--- src/verilog/masterPkg.sv ---
`default_nettype none

package masterPkg;

    ////////////////////
    // sizes
    ////////////////////
    localparam int memDepth = 256;
    localparam int dataWidth = 16;
    localparam int addrWidth = $clog2(memDepth);
    localparam int slaveIdWidth = 2;

    // leads both the request frame and the header
    localparam logic [2:0] startCode = 3'b111;

    // consecutive high arbCont samples that make a grant
    localparam int grantSamples = 3;

    ////////////////////
    // payload types
    ////////////////////
    typedef logic [dataWidth-1:0] dataT;
    typedef logic [addrWidth-1:0] addrT;
    typedef logic [slaveIdWidth-1:0] slaveIdT;

    // sent msb first on arbSend
    typedef struct packed {
        logic [2:0] code;
        slaveIdT    slaveId;
    } requestT;

    // sent msb first on control, 14 bits
    typedef struct packed {
        logic [2:0] code;
        slaveIdT    slaveId;
        logic       rdWr;
        addrT       address;
    } headerT;

    typedef enum logic [2:0] {
        idle, request, waitBus, header, writeData, readData, store, finish
    } seqStateT;

endpackage

`default_nettype wire

--- src/verilog/cmdLoader.sv ---
`timescale 1ns/10ps
`default_nettype none

module cmdLoader (
    input  wire logic              clk,
    input  wire logic              rstN,
    input  wire logic              start,
    input  wire logic              rdWr,
    input  wire masterPkg::slaveIdT slaveId,
    input  wire masterPkg::addrT    address,
    input  wire masterPkg::dataT    data,
    input  wire logic              busy,
    output logic                   cmdValid,
    output logic                   cmdRdWr,
    output masterPkg::slaveIdT     cmdSlaveId,
    output masterPkg::addrT        cmdAddress,
    output logic                   ramWe,
    output masterPkg::addrT        ramAddr,
    output masterPkg::dataT        ramData
);

    logic accept;

    // a start in the cmdValid cycle is also dropped, the sequencer is not busy yet
    assign accept = start && !busy && !cmdValid;

    ////////////////////
    // control
    ////////////////////
    always_ff @(posedge clk or negedge rstN) begin
        if (!rstN) begin
            cmdValid <= 1'b0;
            ramWe <= 1'b0;
        end else begin
            cmdValid <= accept;
            // rdWr high is a write, keep a local copy of the word
            ramWe <= accept && rdWr;
        end
    end

    ////////////////////
    // command payload
    ////////////////////
    always_ff @(posedge clk) begin
        if (accept) begin
            cmdRdWr <= rdWr;
            cmdSlaveId <= slaveId;
            cmdAddress <= address;
            ramAddr <= address;
            ramData <= data;
        end
    end

endmodule

`default_nettype wire

--- config.mk ---
export PLATFORM = sky130hd
export DESIGN_NAME = cmdLoader
export DESIGN_NICKNAME = d
export VERILOG_FILES = /design/src/verilog/masterPkg.sv /design/src/verilog/cmdLoader.sv
export SDC_FILE = /design/constraint.sdc
export NUM_CORES = 1
export LEC_CHECK = 0
export BUFFER_PORTS_ARGS = -buffer_cell sky130_fd_sc_hd__buf_2
export CAP_MARGIN = 20
export CORE_MARGIN = 2
export CORE_UTILIZATION = 35
export DETAILED_ROUTE_END_ITERATION = 6
export MAX_ROUTING_LAYER = met4
export PLACE_DENSITY = 0.73
export RECOVER_POWER = 50
export SLEW_MARGIN = 20
export SYNTH_ARGS = -nofsm -noshare
export SYNTH_HDL_FRONTEND = slang
export SYNTH_SLANG_ARGS = --single-unit
--- constraint.sdc ---
create_clock -name clk -period 2.7 [get_ports clk]
set_input_delay 0.27 -clock clk [delete_from_list [all_inputs] [get_ports clk]]
set_output_delay 0.27 -clock clk [all_outputs]
set_load 0.005 [all_outputs]
==> metrics.yaml <==
hpwl_mm: 1.262
drv_slew: 0
cts_tree: "done"
cp-end-kind: "register"
cp.required_ns: 2.71
dpl_cell_area_sq_mm: 0.001272
clock_path_buffers: 2
final_cell_area_sq_mm: 0.001348
synthCells: 39
ff_latch_area_sq_um: 860.8
fin_nets: 138
place.gp.congestion: 0.6508
ys.warnings.count: 0
synth_top_family_by_area: "buffers and inverters"
ys_types: 5
status: "finished, final reports clean"
wl_met3_um: 208
multi_input_area_sq_um: 31.28
synthMuxAreaShare_pct: 0
die_w_um: 55.85
maxCapViolCount: 0
dr_wl_met2_um: 794
numCtsBuffers: 5
grt.overflow.total: 0
port_buffers: 67
cp-start-kind: "register"
num_vias: 596
routed_wl_mm: 1.649
yosys.area_share.xor_xnor_pct: 0
rsz0062_at_grt: "false"
grt_pass1_wl_mm: 2.573
final_antenna_net_count: 0
cts.sinks: 29
start_util_pct: 37.30
holdWs_ns: 0.1271
final_common_cell: "buf_2"
fin_skew_ns: 0.01585
die-height_um: 55.85
vias_per_cell: 4.319
grt_use_total_pct: 11.96
synth_fp_nets: 70
num_rows: 18
die_area_sq_mm: 0.003119
h-tree-depth: 2
relSlewSlack_pct: 58.66
clkTransAtPathRegs_ns: 0.09
fmax_ghz: 0.6200
maxUsedRoutingLayer: "met4"
layout_setup_ws_ns: 1.087
drive_gt1_share_pct: 62.96
grt_pass1_vias: 606
nFillCells: 214
synth_compound_area_share_pct: 0
pin_count: 68
fin_setup_tns_ns: 0
wl_met1_um: 605
dp_slack_ns: 1.062
power.leakage_nw: 0.5801
cp_max_fo: 16
finalHoldViolCount: 0
core_area_sq_mm: 0.002522
seq_area_frac_synth_pct: 91.49
fin_crit_ns: 1.613
ys_seq_elements: 29
cts_root_buf: "clkbuf_4"
synthAdderAreaFrac_pct: 0
hold_path_class: "input port to register"
antenna_found_initial: 0
synthToLayoutAreaGrowth_pct: 43.22
avgSynthCellArea_sq_um: 24.13
yosys.area_share.simple_pct: 2.128
power.density_mw_per_mm2: 668.8
setup_viol: 0
finalCritPeriodShare_pct: 59.73
grt_start_max_net_pins: 17
tightest_slew_ns: 0.6194
ir_drop_mv: 0.4666
clk-insertion-delay-late_ns: 0.31
drt-initial-drc-count: 5
dr.pass1.iters: 3
critPathKind: "register to register"
mostFrequentLayoutCells: "buf_2 (59), edfxtp_1 (27), clkbuf_1 (9)"
finalPower_mw: 0.9012
worstPathArrival_ns: 1.62
antenna_cells: 0
synth_area_sq_um: 940.9
drc: 0
wl_per_cell_um: 11.95
-- cell usage after synthesis (all sizes together) --
cell type	number	area, sq um
nor3b	1	7.510
buf	8	60.06
edfxtp	27	810.8
dfrtp	2	50.05
and4bb	1	12.51
-- path summary, 6_finish.rpt --
kind                           from  depth (start not counted)  slack [ns]          end
max                        cmdValid                          2        1.09  ramData[11]
min                         data[0]                          1        0.13   ramData[0]
max reg2reg                cmdValid                          2        1.09  ramData[11]
min reg2reg                cmdValid                          1        0.68        ramWe
max in group asynchronous      rstN                          2        2.30        ramWe
min in group asynchronous      rstN                          2        0.27     cmdValid
-- layer usage --
metal / track usage (%) / vias up
li1: - / 279
met1: 11.78 / 261
met2: 18.54 / 51
met3: 5.116 / 5
met4: 9.184 / 0
met5: - / -
-- logic make-up after synthesis --
| kind of cell | Yosys count |
|---|---|
| DFF | 29 |
| and+or+nand+nor | 2 |
| buffers and inverters | 8 |
-- timing repair --
| item | in CTS | in global routing |
|---|---|---|
| buffers inserted | 0 | 0 |
| hold buffers | 1 | 0 |
| resized for setup | 0 | 0 |
| endpoints found under the hold margin | 2 | 0 |
-- power breakdown --
| part | total, mW | internal [mW] | switching, mW |
|---|---|---|---|
| registers | 0.518 | 0.513 | 0.00545 |
| logic | 0.0570 | 0.0315 | 0.0255 |
| clock network | 0.326 | 0.193 | 0.133 |
-- registers in the layout, indices dropped and copies added, names as in the netlist --
register	cells
ramData	16
cmdRdWr	1
cmdValid	1
cmdSlaveId	2
ramWe	1
cmdAddress	8
-- worst max-delay path, cell delays in order, from the launching register on --
cell and delay, ns:
dfrtp_1 0.42, nor3b_4 0.55, buf_4 0.35
-- stage by stage --
step,instances,util [%]
floorplan,39,-
global placement,129,50.45
detailed placement,129,50.45
CTS,138,53.82
global route,138,53.42
finish,138,53.42
-- final cells by class --
| type | count | share of cell area [%] |
|---|---|---|
| sequential | 29 | 63.88 |
| timing repair buffer | 69 | 25.44 |
| clock buffer | 6 | 3.064 |
| tap | 30 | 2.786 |
| clock inverter | 2 | 2.507 |
| multi-input combinational | 2 | 2.321 |
Power figures use the tool's default switching activity.
