**config.mk**
```make
export PLATFORM = sky130hd
export DESIGN_NAME = arbRequester
export DESIGN_NICKNAME = d
export VERILOG_FILES = /design/src/verilog/masterPkg.sv /design/src/verilog/serialShifter.sv /design/src/verilog/arbRequester.sv
export SDC_FILE = /design/constraint.sdc
export NUM_CORES = 1
export LEC_CHECK = 0
export BUFFER_PORTS_ARGS = -buffer_cell sky130_fd_sc_hd__buf_4
export CORE_AREA = 3 3 45 47
export DETAILED_ROUTE_END_ITERATION = 8
export DIE_AREA = 0 0 48 50
export GPL_TIMING_DRIVEN = 0
export HOLD_SLACK_MARGIN = 0.06
export PLACE_DENSITY = 0.64
export SYNTH_ARGS = -nofsm -noshare
export SYNTH_HDL_FRONTEND = slang
export SYNTH_SLANG_ARGS = --single-unit
```
**constraint.sdc**
```tcl
create_clock -name clk -period 2.75 [get_ports clk]
set_clock_uncertainty 0.15 [all_clocks]
set_input_delay 0.1375 -clock clk [delete_from_list [all_inputs] [get_ports clk]]
set_output_delay 0.1375 -clock clk [all_outputs]
set_load 0.01 [all_outputs]
```
**src/verilog/masterPkg.sv**
```systemverilog
`default_nettype none

package masterPkg;

    ////////////////////
    // sizes
    ////////////////////
    localparam int memDepth = 256;
    localparam int dataWidth = 16;
    localparam int addrWidth = $clog2(memDepth);
    localparam int slaveIdWidth = 2;

    // leads both the request frame and the header
    localparam logic [2:0] startCode = 3'b111;

    // consecutive high arbCont samples that make a grant
    localparam int grantSamples = 3;

    ////////////////////
    // payload types
    ////////////////////
    typedef logic [dataWidth-1:0] dataT;
    typedef logic [addrWidth-1:0] addrT;
    typedef logic [slaveIdWidth-1:0] slaveIdT;

    // sent msb first on arbSend
    typedef struct packed {
        logic [2:0] code;
        slaveIdT    slaveId;
    } requestT;

    // sent msb first on control, 14 bits
    typedef struct packed {
        logic [2:0] code;
        slaveIdT    slaveId;
        logic       rdWr;
        addrT       address;
    } headerT;

    typedef enum logic [2:0] {
        idle, request, waitBus, header, writeData, readData, store, finish
    } seqStateT;

endpackage

`default_nettype wire

```
**src/verilog/serialShifter.sv**
```systemverilog
`timescale 1ns/10ps
`default_nettype none

module serialShifter #(
    parameter type payloadT = logic [7:0]
) (
    input  wire logic    clk,
    input  wire logic    rstN,
    input  wire logic    load,
    input  wire payloadT loadValue,
    input  wire logic    shift,
    input  wire logic    bitIn,
    output logic         bitOut,
    output payloadT      word,
    output logic         lastBit
);

    localparam int width = $bits(payloadT);
    localparam int countWidth = $clog2(width + 1);

    logic [width-1:0]      bits;
    logic [countWidth-1:0] count;

    // payload, msb leaves first
    always_ff @(posedge clk) begin
        if (load) begin
            bits <= loadValue;
        end else if (shift) begin
            bits <= {bits[width-2:0], bitIn};
        end
    end

    // bits still to go
    always_ff @(posedge clk or negedge rstN) begin
        if (!rstN) begin
            count <= '0;
        end else if (load) begin
            count <= countWidth'(width);
        end else if (shift && count != '0) begin
            count <= count - 1'b1;
        end
    end

    assign bitOut = bits[width-1];
    assign word = payloadT'(bits);
    assign lastBit = (count == countWidth'(1));

endmodule

`default_nettype wire

```
**src/verilog/arbRequester.sv**
```systemverilog
`timescale 1ns/10ps
`default_nettype none

module arbRequester (
    input  wire logic              clk,
    input  wire logic              rstN,
    input  wire logic              request,
    input  wire masterPkg::slaveIdT slaveId,
    input  wire logic              arbCont,
    input  wire logic              releaseBus,
    output logic                   arbSend,
    output logic                   granted
);

    typedef enum logic [2:0] {
        reqIdle, reqWaitLow, reqSend, reqCount, reqHold
    } reqStateT;

    reqStateT state;
    logic [$clog2(masterPkg::grantSamples)-1:0] highCount;
    logic frameBit;
    logic frameLast;
    logic frameShift;

    assign frameShift = (state == reqSend);

    serialShifter #(
        .payloadT(masterPkg::requestT)
    ) frameShifter (
        .clk      (clk),
        .rstN     (rstN),
        .load     (state == reqIdle && request),
        .loadValue(masterPkg::requestT'{code: masterPkg::startCode, slaveId: slaveId}),
        .shift    (frameShift),
        .bitIn    (1'b0),
        .bitOut   (frameBit),
        .word     (),
        .lastBit  (frameLast)
    );

    always_ff @(posedge clk or negedge rstN) begin
        if (!rstN) begin
            state <= reqIdle;
            arbSend <= 1'b0;
            granted <= 1'b0;
            highCount <= '0;
        end else begin
            case (state)
                reqIdle: if (request) state <= reqWaitLow;
                // bus must be quiet before the frame goes out
                reqWaitLow: if (!arbCont) state <= reqSend;
                reqSend: begin
                    arbSend <= frameBit;
                    if (frameLast) begin
                        state <= reqCount;
                        highCount <= '0;
                    end
                end
                reqCount: begin
                    arbSend <= 1'b0;
                    if (!arbCont) begin
                        highCount <= '0;
                    end else if (highCount == $bits(highCount)'(masterPkg::grantSamples - 1)) begin
                        state <= reqHold;
                        arbSend <= 1'b1;
                        granted <= 1'b1;
                    end else begin
                        highCount <= highCount + 1'b1;
                    end
                end
                reqHold: begin
                    // own the bus until the transfer ends
                    if (releaseBus) begin
                        state <= reqIdle;
                        arbSend <= 1'b0;
                        granted <= 1'b0;
                    end
                end
                default: state <= reqIdle;
            endcase
        end
    end

endmodule

`default_nettype wire

```
==> run summary <==
Mapped Area - 767 um^2
status - completed
share of cells above drive strength 1 - 18.1%
simple-gate portion of the synthesized area - 16.0%
Synth Area in XOR/XNOR - 0%
area added between synthesis and finish - 21.9%
IO buf count - 8
number of buffers created by CTS - 3
Std-Cell Rows - 15
CP required - 2630 ps
CTS tree - done
Min Hold Slack - 95.6 ps
Setup crit start - state[2]$_DFFE_PN0P_
global-route wire length before repair - 2610 um
fin crit period - 1880 ps
grt total ovfl - 0
total core area - 1690 um^2
CTS Sinks - 15
Root Driver - clkbuf_4
Worst Path Buf+Inv - 1
Cell variety after synth - 32
die width - 48 um
io pins - 9
Tcrit/Tclk final - 68.3%
sequential share of power - 42.4%
slowest CP cell - or4b_1
Leak - 0.430 nW
Slew Viols, Final - 0
crit path max fanout - 7
P_int - 592 uW
Syn Area/Cell - 10.1 um^2
main flop type after synthesis - dfrtp_1
FF+latch area - 370 um^2
Synth Area in Compound Gates - 19.6%
die height - 50 um
Hold Startpoint - request
top cells by area, synth - dfrtp_1 (33%), dfxtp_1 (7.8%), edfxtp_1 (7.8%)
DRT Pass-1 Iters - 4
gp weighted congestion - 0.809
crit path DAT - 1760 ps
Net Count, Synth - 87
detailed-route wire length per cell - 13.4 um
Yosys reg bits - 15
f_max - 533 MHz
RR Startpoint - state[2]$_DFFE_PN0P_
Cell Pwr Density - 1010 nW/um^2
post-DP HPWL - 1050 um
antenna-violating nets left - 0
Post-Synth Adder-Cell Area - 6.53%
most frequent cell after synthesis - dfrtp_1
Async SR Flop Fraction - 66.7%
leading area contributor after synthesis - dfrtp_1
Initial Util - 45.4%
most frequent cells after synthesis - dfrtp_1 (10), inv_1 (8), o21ai_0 (8), nand2_1 (7)
synthesized instance count - 76
Cell Count, Final, Fillers Out - 111
Hold Crit Class - primary input to register
footprint of the multi-input gates - 348 um^2
Worst setup EP type - register
die footprint - 2400 um^2
crit-path cells - or4b_1 -> buf_6 -> mux2_4
fill cell count - 145
ant diodes - 0
H-tree Lvls - 1
DR iter-0 viols - 24
maximum number of pins on one net before global-route repair - 11
WL final - 1490 um
clk buf depth - 2
Remaining DRCs - 0
setup TNS - 0 ps
share of the synthesized area in the top cell type - 32.6%
final setup violating endpoints - 0
Hold Vio Cnt, Final - 0
Switching Power - 349 uW
vias in the first global route - 600
max-cap check violation count - 0
Tightest Pin Transition - 477 ps
RSZ-0062 raised after global routing - false
largest family of logic cells by synthesized area - compound AO/OA/AOI/OAI gates
Sw Ratio - 37.1%
Worst path max stage delay - 570 ps
Layout Nets - 106
worst skew pair latency - 280 ps
Setup CP Type - register to register
antenna violations before repair - 0
dpl cells - 101
clock slew at reported path FFs - 90 ps
synth warn - 0
Comb pwr share - 44.2%
post-synthesis mux area share - 3.26%
delay-heaviest family, CP - simple AND/OR/NAND/NOR gates
GRT Overall Usage - 15.3%
routed vias/inst - 5.68
EDFF count, synth - 2
Slew HR - 68.1%
crit path launch type - register
clock group share of total power - 13.3%
post-synthesis sequential area ratio - 48.3%
Max IR drop VDD - 0.479 mV
vias post-DR - 631
## final cells by class
type	instances	area share, %
Sequential cell	15	39.6
Multi-Input combinational cell	50	37.2
Timing Repair Buffer	14	12.9
Inverter	8	3.21
Clock buffer	4	2.81
Tap cell	17	2.28
Buffer	3	2.01
## final timing paths
check	slack [ps]	endpoint	cells past startpoint
min	100	state[0]$_DFFE_PN0P_	3
min reg2reg	310	frameShifter.word[4]$_SDFFE_PP1N_	2
min in group asynchronous	720	state[1]$_DFFE_PN0P_	3
max in group asynchronous	1400	frameShifter.count[2]$_DFFE_PN0P_	3
max	870	frameShifter.word[1]$_DFFE_PP_	3
max reg2reg	870	frameShifter.word[1]$_DFFE_PP_	3
## per-stage QoR
stage               cell area (um^2)  power [mW]  utilization, %  worst slack, ps
detailed placement               848       0.812            50.2              911
global placement                 848       0.798            50.2              923
floorplan                        767       0.704               -              979
global route                     935        1.04            55.3              850
finish                           935       0.941            55.3              873
CTS                              935       0.947            55.3              888
## logic make-up (layout without fill, tap and decap cells)
logic type / Yosys count / count (layout)
AND/OR/NAND/NOR: 23 / 23
flip-flops: 15 / 15
multiplexers: 2 / 2
AO/OA/AOI/OAI: 21 / 21
adder cells (fa/ha/maj): 4 / 4
buffers and inverters: 11 / 29
## layer usage
layer	up-vias	share of wire (%)	global-route usage, %
li1	303	-	-
met1	313	45	21.3
met2	13	51	22.2
met3	2	3.8	3.28
met4	0	0.81	6.73
met5	-	0	0
## what timing repair did
item,4_1_cts,5_1_grt
hold buffers,6,0
buffers inserted,0,0
endpoints found under the hold margin,14,0
gates resized for setup,0,0
## tightest hold or removal path, cell delays in order
cell and delay (ps):
buf_4 90, a211oi_1 60, a211oi_1 200
## registers in the layout (all words and copies together), names as in the netlist
signal and count:
state 3, frameShifter.word 5, granted 1, frameShifter.count 3, arbSend 1, highCount 2
## cell usage in the layout, fill, tap and decap left out, types with 4 or more instances in the layout
cell type      netlist  layout
buf_4                0       8
dfrtp_1             10      10
dlygate4sd3_1        0       6
ha_1                 4       4
inv_1                8       8
nand2_1              7       7
nand3_1              4       4
o21ai_0              8       8
## power groups by stage
stage	Clock [mW]	Sequential, mW	Combinational (mW)
global placement	0	0.399	0.399
global route	0.143	0.411	0.483
finish	0.125	0.399	0.416
floorplan	0	0.390	0.313
CTS	0.131	0.397	0.420
detailed placement	0	0.401	0.411
Power figures use the tool's default switching activity.
