**config.mk**
```make
export PLATFORM = sky130hd
export DESIGN_NAME = busSequencer
export DESIGN_NICKNAME = d
export VERILOG_FILES = /design/src/verilog/masterPkg.sv /design/src/verilog/serialShifter.sv /design/src/verilog/busSequencer.sv
export SDC_FILE = /design/constraint.sdc
export NUM_CORES = 1
export LEC_CHECK = 0
export ABC_AREA = 1
export BUFFER_PORTS_ARGS = -buffer_cell sky130_fd_sc_hd__buf_2
export CAP_MARGIN = 10
export CORE_MARGIN = 2
export CORE_UTILIZATION = 35
export DETAILED_ROUTE_END_ITERATION = 10
export PLACE_DENSITY = 0.69
export SYNTH_ARGS = -nofsm -noshare
export SYNTH_HDL_FRONTEND = slang
export SYNTH_SLANG_ARGS = --single-unit
```
**constraint.sdc**
```tcl
create_clock -name clk -period 2.7 [get_ports clk]
set_input_delay 0.54 -clock clk [delete_from_list [all_inputs] [get_ports clk]]
set_output_delay 0.54 -clock clk [all_outputs]
set_load 0.005 [all_outputs]
```
**src/verilog/masterPkg.sv**
```systemverilog
`default_nettype none

package masterPkg;

    ////////////////////
    // sizes
    ////////////////////
    localparam int memDepth = 256;
    localparam int dataWidth = 16;
    localparam int addrWidth = $clog2(memDepth);
    localparam int slaveIdWidth = 2;

    // leads both the request frame and the header
    localparam logic [2:0] startCode = 3'b111;

    // consecutive high arbCont samples that make a grant
    localparam int grantSamples = 3;

    ////////////////////
    // payload types
    ////////////////////
    typedef logic [dataWidth-1:0] dataT;
    typedef logic [addrWidth-1:0] addrT;
    typedef logic [slaveIdWidth-1:0] slaveIdT;

    // sent msb first on arbSend
    typedef struct packed {
        logic [2:0] code;
        slaveIdT    slaveId;
    } requestT;

    // sent msb first on control, 14 bits
    typedef struct packed {
        logic [2:0] code;
        slaveIdT    slaveId;
        logic       rdWr;
        addrT       address;
    } headerT;

    typedef enum logic [2:0] {
        idle, request, waitBus, header, writeData, readData, store, finish
    } seqStateT;

endpackage

`default_nettype wire

```
**src/verilog/serialShifter.sv**
```systemverilog
`timescale 1ns/10ps
`default_nettype none

module serialShifter #(
    parameter type payloadT = logic [7:0]
) (
    input  wire logic    clk,
    input  wire logic    rstN,
    input  wire logic    load,
    input  wire payloadT loadValue,
    input  wire logic    shift,
    input  wire logic    bitIn,
    output logic         bitOut,
    output payloadT      word,
    output logic         lastBit
);

    localparam int width = $bits(payloadT);
    localparam int countWidth = $clog2(width + 1);

    logic [width-1:0]      bits;
    logic [countWidth-1:0] count;

    // payload, msb leaves first
    always_ff @(posedge clk) begin
        if (load) begin
            bits <= loadValue;
        end else if (shift) begin
            bits <= {bits[width-2:0], bitIn};
        end
    end

    // bits still to go
    always_ff @(posedge clk or negedge rstN) begin
        if (!rstN) begin
            count <= '0;
        end else if (load) begin
            count <= countWidth'(width);
        end else if (shift && count != '0) begin
            count <= count - 1'b1;
        end
    end

    assign bitOut = bits[width-1];
    assign word = payloadT'(bits);
    assign lastBit = (count == countWidth'(1));

endmodule

`default_nettype wire

```
**src/verilog/busSequencer.sv**
```systemverilog
`timescale 1ns/10ps
`default_nettype none

module busSequencer (
    input  wire logic              clk,
    input  wire logic              rstN,
    input  wire logic              cmdValid,
    input  wire logic              cmdRdWr,
    input  wire masterPkg::slaveIdT cmdSlaveId,
    input  wire masterPkg::addrT    cmdAddress,
    input  wire logic              granted,
    input  wire logic              arbCont,
    input  wire logic              rD,
    input  wire logic              ready,
    input  wire masterPkg::dataT    ramQ,
    output logic                   busy,
    output logic                   requestBus,
    output logic                   releaseBus,
    output logic                   control,
    output logic                   wrD,
    output logic                   valid,
    output logic                   last,
    output logic                   ramWe,
    output masterPkg::addrT        ramAddr,
    output masterPkg::dataT        ramData,
    output logic                   doneCom,
    output masterPkg::dataT        dataOut
);

    masterPkg::seqStateT state;
    logic            rdWrReg;
    masterPkg::addrT addrReg;

    logic hdrLoad, hdrShift, hdrBit, hdrLast;
    logic datLoad, datShift, datBit, datLast;
    masterPkg::dataT datWord;

    ////////////////////
    // shifters
    ////////////////////
    assign hdrLoad = (state == masterPkg::idle) && cmdValid;
    // a high arbCont holds the header back
    assign hdrShift = (state == masterPkg::header) && !arbCont;

    serialShifter #(
        .payloadT(masterPkg::headerT)
    ) hdrShifter (
        .clk      (clk),
        .rstN     (rstN),
        .load     (hdrLoad),
        .loadValue(masterPkg::headerT'{code: masterPkg::startCode, slaveId: cmdSlaveId,
                                       rdWr: cmdRdWr, address: cmdAddress}),
        .shift    (hdrShift),
        .bitIn    (1'b0),
        .bitOut   (hdrBit),
        .word     (),
        .lastBit  (hdrLast)
    );

    // same register sends write data and collects read data
    assign datLoad = (state == masterPkg::waitBus) && granted;
    assign datShift = (state == masterPkg::writeData || state == masterPkg::readData) && ready;

    serialShifter #(
        .payloadT(masterPkg::dataT)
    ) datShifter (
        .clk      (clk),
        .rstN     (rstN),
        .load     (datLoad),
        .loadValue(ramQ),
        .shift    (datShift),
        .bitIn    (rD),
        .bitOut   (datBit),
        .word     (datWord),
        .lastBit  (datLast)
    );

    ////////////////////
    // transfer FSM
    ////////////////////
    always_ff @(posedge clk or negedge rstN) begin
        if (!rstN) begin
            state <= masterPkg::idle;
        end else begin
            case (state)
                masterPkg::idle: if (cmdValid) state <= masterPkg::request;
                masterPkg::request: state <= masterPkg::waitBus;
                masterPkg::waitBus: if (granted) state <= masterPkg::header;
                masterPkg::header: begin
                    if (hdrShift && hdrLast) begin
                        state <= rdWrReg ? masterPkg::writeData : masterPkg::readData;
                    end
                end
                masterPkg::writeData, masterPkg::readData: begin
                    if (datShift && datLast) state <= masterPkg::store;
                end
                masterPkg::store: state <= masterPkg::finish;
                default: state <= masterPkg::idle;
            endcase
        end
    end

    always_ff @(posedge clk) begin
        if (hdrLoad) begin
            rdWrReg <= cmdRdWr;
            addrReg <= cmdAddress;
        end
    end

    ////////////////////
    // outputs
    ////////////////////
    assign busy = (state != masterPkg::idle);
    assign requestBus = (state == masterPkg::request);
    assign releaseBus = (state == masterPkg::finish);

    assign control = hdrShift && hdrBit;
    assign wrD = (state == masterPkg::writeData) && datBit;
    assign valid = hdrShift || (state == masterPkg::writeData);
    assign last = (state == masterPkg::writeData) && datLast;

    // port b stays on the command address, so ramQ tracks that word
    assign ramAddr = addrReg;
    assign ramData = datWord;
    // only a read puts new data into memory
    assign ramWe = (state == masterPkg::store) && !rdWrReg;

    assign doneCom = (state == masterPkg::finish);
    assign dataOut = ramQ;

endmodule

`default_nettype wire

```
==> impl_results.md, run 1 <==
- Status: completed
- Gpl congestion: 0.838
- # hold bufs at CTS: 0
- Overall Global Routing Usage: around an eighth
- Post-synth ARST share: 23.5%
- Postcts setup bufs: 0
- Post-Syn Instances: 276
- Critical path required time: 2.16 ns
- Starting density of the core: roughly 36%
- Hold Path Class: primary input to asynchronous set/reset pin
- Arrival time at the worst endpoint: approximately 1.8 ns
- Setup violators final: 0
- Peak VDD IR: 0.309 mV
- Synth warnings: 0
- Clock-pin transition on the worst setup and hold timing paths: roughly 0.10 ns
- Detailed Place HPWL: 3.69 mm
- Filler Cell Count: between 600 and 700
- Synth top cells by count: nand2_1 (119), edfxtp_1 (36), nand3_1 (21)
- Register bit total from synthesis: between 50 and 60
- WS Path Type: flip-flop to primary output
- I/O Buffers: 82
- Min Tclk post-route: 2.29 ns
- Final wirelength: between 4 and 5 mm
- Initial DRC count: ~100
- ANT nets after route: 0
- Post-cts resize count: 0
- Worst slew margin relative to its limit: 55.2%
- Clk_skew: roughly 0.011 ns
- Post-synth top flop: edfxtp_1
- Util after Layout: 42.9%
- Max-cap violations: 0
- Top-count cell post-synth: nand2_1
- Synth top area cells: edfxtp_1 (43%), nand2_1 (18%), dfrtp_1 (12%)
- Inserted Diodes: 0
- Core ar.: 0.00687 mm2
- Setup Total Neg Slack: 0 ns
- Mapped cell area: 0.00250 mm2
- P&R area growth vs syn: 17.8%
- Clk_lat worst skew: 0.30 ns
- Die W: 88.5 um
- Clk root buf: clkbuf_8
- Share of layout cells above drive strength 1: ~28%
- Placed instance count: 431
- Largest net degree at the start of global routing: 24
- Sink Count: 51
- CTS Buffer Depth: 2
- Pleak: 1.47 nW
- Die H: 88.5 um
- Vias in the first global route: 1743
- Sequential-to-total area share from yosys stat: roughly 58%
- Non-Filler Instances: 439
- Worst-margin pin slew: roughly 0.67 ns
- DRT Pass-1 Iters: 4
- Fmax: 437 MHz
- Slew Limit Fails: 0
- Global route overflow: 0
- Hold Fails Final Rpt: 0
- Netlist cell types: 25
- Global-route wire length before repair: roughly 8 mm
- CTS Buf Count: 5
- Critical Path End Type: primary output
- NumNets Final: 380
- Row count: 30
- Crit Path Max Fanout: 8
- Mapped Avg Cell Area: 9.06 um2
- P per Cell Area: ~980 mW/mm2
- Initial antenna violation count: 0
- Critical Path Start Type: flip-flop
- RSZ-0062 raised after global routing: false
- H-tree levels: 2
- Io pins: 83
- Fin crit share: a little over four fifths
- # DRC: 0
- Post-synth EDFFs: 36
- Vias: 1943
- Syn Nets: 314
- Leading area contributor after synthesis: edfxtp_1
- DR vias/cell: between 4 and 5
- Worst reg2reg setup slack: 0.55 ns
- Routed wire per std cell: 11.3 um
- Die footprint: 0.00784 mm2
- Top-area cell type share of the netlist area: between 40% and 50%
- CTS tree: built
-- registers in the layout, summed over array words and instances, names as in the netlist --
name	count
rdWrReg	1
datShifter.count	5
state	3
ramAddr	8
hdrShifter.count	4
hdrShifter.word	14
datShifter.word	16
-- worst paths after layout --
path,startpoint,endpoint,cells after the start
worst min-delay path,rstN,state[0]$_DFFE_PN0P_,1
worst min register to register,hdrShifter.word[11]$_SDFFE_PP1P_,hdrShifter.word[11]$_SDFFE_PP1P_,2
worst max register to register,state[0]$_DFFE_PN0P_,ramAddr[6]$_DFFE_PP_,3
min in group clk,cmdAddress[6],ramAddr[6]$_DFFE_PP_,1
worst max-delay path,state[2]$_DFFE_PN0P_,control,6
max in group asynchronous,rstN,datShifter.count[0]$_DFFE_PN0P_,1
-- power breakdown --
part           switching, W  leakage (nW)  internal, W
logic              0.000659         0.925     0.000388
clock network      0.000255        0.0489     0.000212
registers          0.000168         0.497      0.00120
-- placed cells by master, fill, tap and decap left out, types with 2 or more instances in the layout --
| cell type | synthesis | layout |
|---|---|---|
| inv_2 | 2 | 2 |
| a21oi_1 | 3 | 3 |
| ha_1 | 4 | 4 |
| clkbuf_8 | 0 | 6 |
| nor2_1 | 15 | 15 |
| nor3_1 | 2 | 2 |
| o21ai_0 | 5 | 5 |
| nand2_1 | 119 | 119 |
| dfxtp_1 | 3 | 3 |
| buf_2 | 0 | 82 |
| inv_1 | 20 | 20 |
| edfxtp_1 | 36 | 36 |
| dfrtp_1 | 12 | 12 |
| nand3_1 | 21 | 21 |
-- through the flow --
step                hold WS [ns]  setup WS (ns)  cell area, um2  power [W]
global placement           0.441          0.657            2850    0.00240
global route               0.101          0.274            2950    0.00315
floorplan                  0.244          0.763            2500    0.00214
detailed placement         0.435          0.570            2850    0.00244
CTS                       0.0988          0.401            2950    0.00291
finish                    0.0941          0.413            2950    0.00288
-- per-layer routing --
layer	global-route usage [%]	vias up	wire, um
li1	-	997	-
met1	18.0	891	2410
met2	20.6	50	2260
met3	3.26	5	228
met4	4.13	0	49
met5	0	-	0
-- kinds of logic (layout without fill, tap and decap cells) --
kind of cell,count (synthesis),count (layout),synth area share [%]
DFF,51,51,57.6
AOI/OAI and AO/OA,10,10,2.10
buffers and inverters,47,114,11.1
xor gates and xnor gates,1,1,0.350
and+or+nand+nor,163,163,26.9
adders and majority gates,4,4,2.00
-- layout make-up --
class / count / area (um2) / area share [%]
multi-input cells: 178 / 783 / 26.6
clock buffers: 7 / 86.3 / 2.93
flip-flops and latches: 51 / 1440 / 48.9
inverters: 23 / 88.8 / 3.01
clock inverters: 1 / 8.76 / 0.297
well taps: 96 / 120 / 4.08
repair buffers: 83 / 418 / 14.2
-- critical path, cell delays in order, from the launching register on --
cell and delay, ns:
dfrtp_1 0.47, inv_1 0.20, nand3_1 0.20, nor2_4 0.22, inv_1 0.14, nor2_1 0.10, buf_2 0.11
(Power assumes the default switching activity.)
==> run 2, diff against run 1 <==
PLACE_DENSITY = 0.71   (was 0.69)
clock period = 1.85 ns   (was 2.7 ns; I/O delays follow)
==> impl_results.md, run 2 (synthesis results as in run 1) <==
- Status: completed (unchanged)
- Initial DRC count: 132 (was 104)
- Sink Count: 51 (unchanged)
- DR vias/cell: 4.45 (was 4.43)
- M3 GR Usage: 2.80% (was 3.26%)
- Fmax: 568 MHz
- Clk_lat worst skew: 0.30 ns (about the same)
- Die W: 88.5 um (unchanged)
- Commonest non-fill, non-tap cells in the layout: nand2_1 (118), buf_2 (82), edfxtp_1 (36), nand3_1 (20), inv_1 (18) (was nand2_1 (119), buf_2 (82), edfxtp_1 (36), nand3_1 (21), inv_1 (20))
- Max reg flops: 16 (unchanged)
- Global-route wire length before repair: 8.12 mm (was 7.93 mm)
- Setup ws final: 0.0907 ns (was 0.413 ns)
- Crit Path Max Fanout: 8 (unchanged)
- CTS Buffer Depth: 2 (unchanged)
- ANT nets after route: 0 (unchanged)
- Critical Path Start Type: flip-flop (unchanged)
- P&R area growth vs syn: 21.6% (was 17.8%)
- Die H: 88.5 um (unchanged)
- Max-cap violations: 0 (unchanged)
- Busiest grt layer: met2 (unchanged)
- DRT Pass-1 Iters: 4 (unchanged)
- H-tree levels: 2 (unchanged)
- Core ar.: 0.00687 mm2 (unchanged)
- Arrival time at the worst endpoint: 1.39 ns (was 1.75 ns)
- Peak VDD IR: 0.369 mV (was 0.309 mV)
- Gpl congestion: 0.833 (was 0.838)
- Final wirelength: 5.16 mm (was 4.95 mm)
- Routed wire per std cell: 11.5 um (was 11.3 um)
- Min Tclk post-route: 1.76 ns
- Worst-margin pin slew: 0.543 ns (was 0.670 ns)
- Io pins: 83 (unchanged)
- # DRC: 0 (unchanged)
- DP Worst Slack: 0.193 ns (was 0.570 ns)
- Vias in the first global route: 1814 (was 1743)
- Row count: 30 (unchanged)
- WS Path Type: flip-flop to primary output (unchanged)
- Initial antenna violation count: 0 (unchanged)
- GRT met1 Usage: 17.6% (was 18.0%)
- Clock-pin transition on the worst setup and hold timing paths: 0.09 ns (was 0.10 ns)
- Worst reg2reg setup slack: 0.14 ns (was 0.55 ns)
- CTS tree: built (unchanged)
- I/O Buffers: 82 (unchanged)
- RSZ-0062 raised after global routing: true (was false)
- Die footprint: 0.00784 mm2 (unchanged)
- Largest net degree at the start of global routing: 23 (was 24)
- Critical path required time: 1.48 ns (was 2.16 ns)
- Vias: 1998 (was 1943)
- P per Cell Area: 1420 mW/mm2 (was 978 mW/mm2)
- Setup Total Neg Slack: 0 ns (unchanged)
- Hold Path Class: primary input to flip-flop (was primary input to asynchronous set/reset pin)
- Detailed Place HPWL: 3.84 mm (was 3.69 mm)
- Overall Global Routing Usage: 13.3% (was 13.1%)
- M2 GR Usage: 21.5% (was 20.6%)
- Setup violators final: 0 (unchanged)
- Tot Pwr: 0.00432 W (was 0.00288 W)
- Global route overflow: 0 (unchanged)
- Slew Limit Fails: 0 (unchanged)
- Inserted Diodes: 0 (unchanged)
- Pleak: 1.51 nW (was 1.47 nW)
- Clk_skew: 0.00503 ns (was 0.0109 ns)
- Worst slew margin relative to its limit: 63.5% (was 55.2%)
- CTS Buf Count: 5 (unchanged)
- Fin crit share: 95.1%
- Hold Fails Final Rpt: 0 (unchanged)
- Starting density of the core: 36.4% (unchanged)
- Critical Path End Type: primary output (unchanged)
- NumNets Final: 390 (was 380)
- Share of layout cells above drive strength 1: 32.0% (was 28.3%)
- Clk root buf: clkbuf_8 (unchanged)
- Commonest non-fill, non-tap cell in the layout: nand2_1 (unchanged)
[run 2: where the power goes]
part | switching (W) | internal, W
clock | 0.000358 | 0.000265
sequential | 0.000246 | 0.00175
combinational | 0.00102 | 0.000673
[run 2: worst max-delay path, stage by stage, from the launching register on]
cell	delay [ns]
dfrtp_2	0.47
buf_4	0.16
nor2_2	0.14
inv_2	0.07
nor3_1	0.12
buf_2	0.14
[run 2: path summary, 6_finish.rpt]
path                                                  start                                to  cells past startpoint
max                                    state[0]$_DFFE_PN0P_                             ramWe                      5
min                                           cmdAddress[7]              ramAddr[7]$_DFFE_PP_                      1
max reg2reg                            state[0]$_DFFE_PN0P_      datShifter.word[1]$_DFFE_PP_                      6
min reg2reg                hdrShifter.word[11]$_SDFFE_PP1P_  hdrShifter.word[11]$_SDFFE_PP1P_                      2
max in group asynchronous                              rstN              state[0]$_DFFE_PN0P_                      2
min in group asynchronous                              rstN   datShifter.count[1]$_DFFE_PN0P_                      2
[run 2: final cells by class]
cell class                      instances  area (um2)
Multi-Input combinational cell        178         791
Fill cell                             707        3830
Clock inverter                          2        12.5
Sequential cell                        51        1450
Clock buffer                            6        72.6
Inverter                               23        91.3
Timing Repair Buffer                   93         508
Tap cell                               96         120
[run 2: stage by stage]
step | instances | hold slack [ns] | instance area [um2] | utilization, %
after floorplan | 276 | 0.0744 | 2500 | -
after global placement | 438 | 0.275 | 2920 | 42.5
after detailed placement | 438 | 0.274 | 2920 | 42.5
after CTS | 447 | 0.244 | 3020 | 44.0
after global routing | 449 | 0.236 | 3040 | 44.3
final | 449 | 0.254 | 3040 | 44.3
[run 2: repair_timing]
| item | CTS | global route |
|---|---|---|
| pin swaps | 0 | 1 |
| hold buffers | 1 | 0 |
| setup buffers | 0 | 2 |
| resized for setup | 3 | 4 |
| hold endpoints to repair | 12 | 0 |
| endpoints found under the setup margin | 2 | 5 |
[run 2: metal layers]
metal  routed length (um)  share of wire (%)  vias up
li1                     -                  -     1013
met1                 2340                 45      910
met2                 2440                 47       65
met3                  279                5.4       10
met4                  102                2.0        0
met5                    0                  0        -
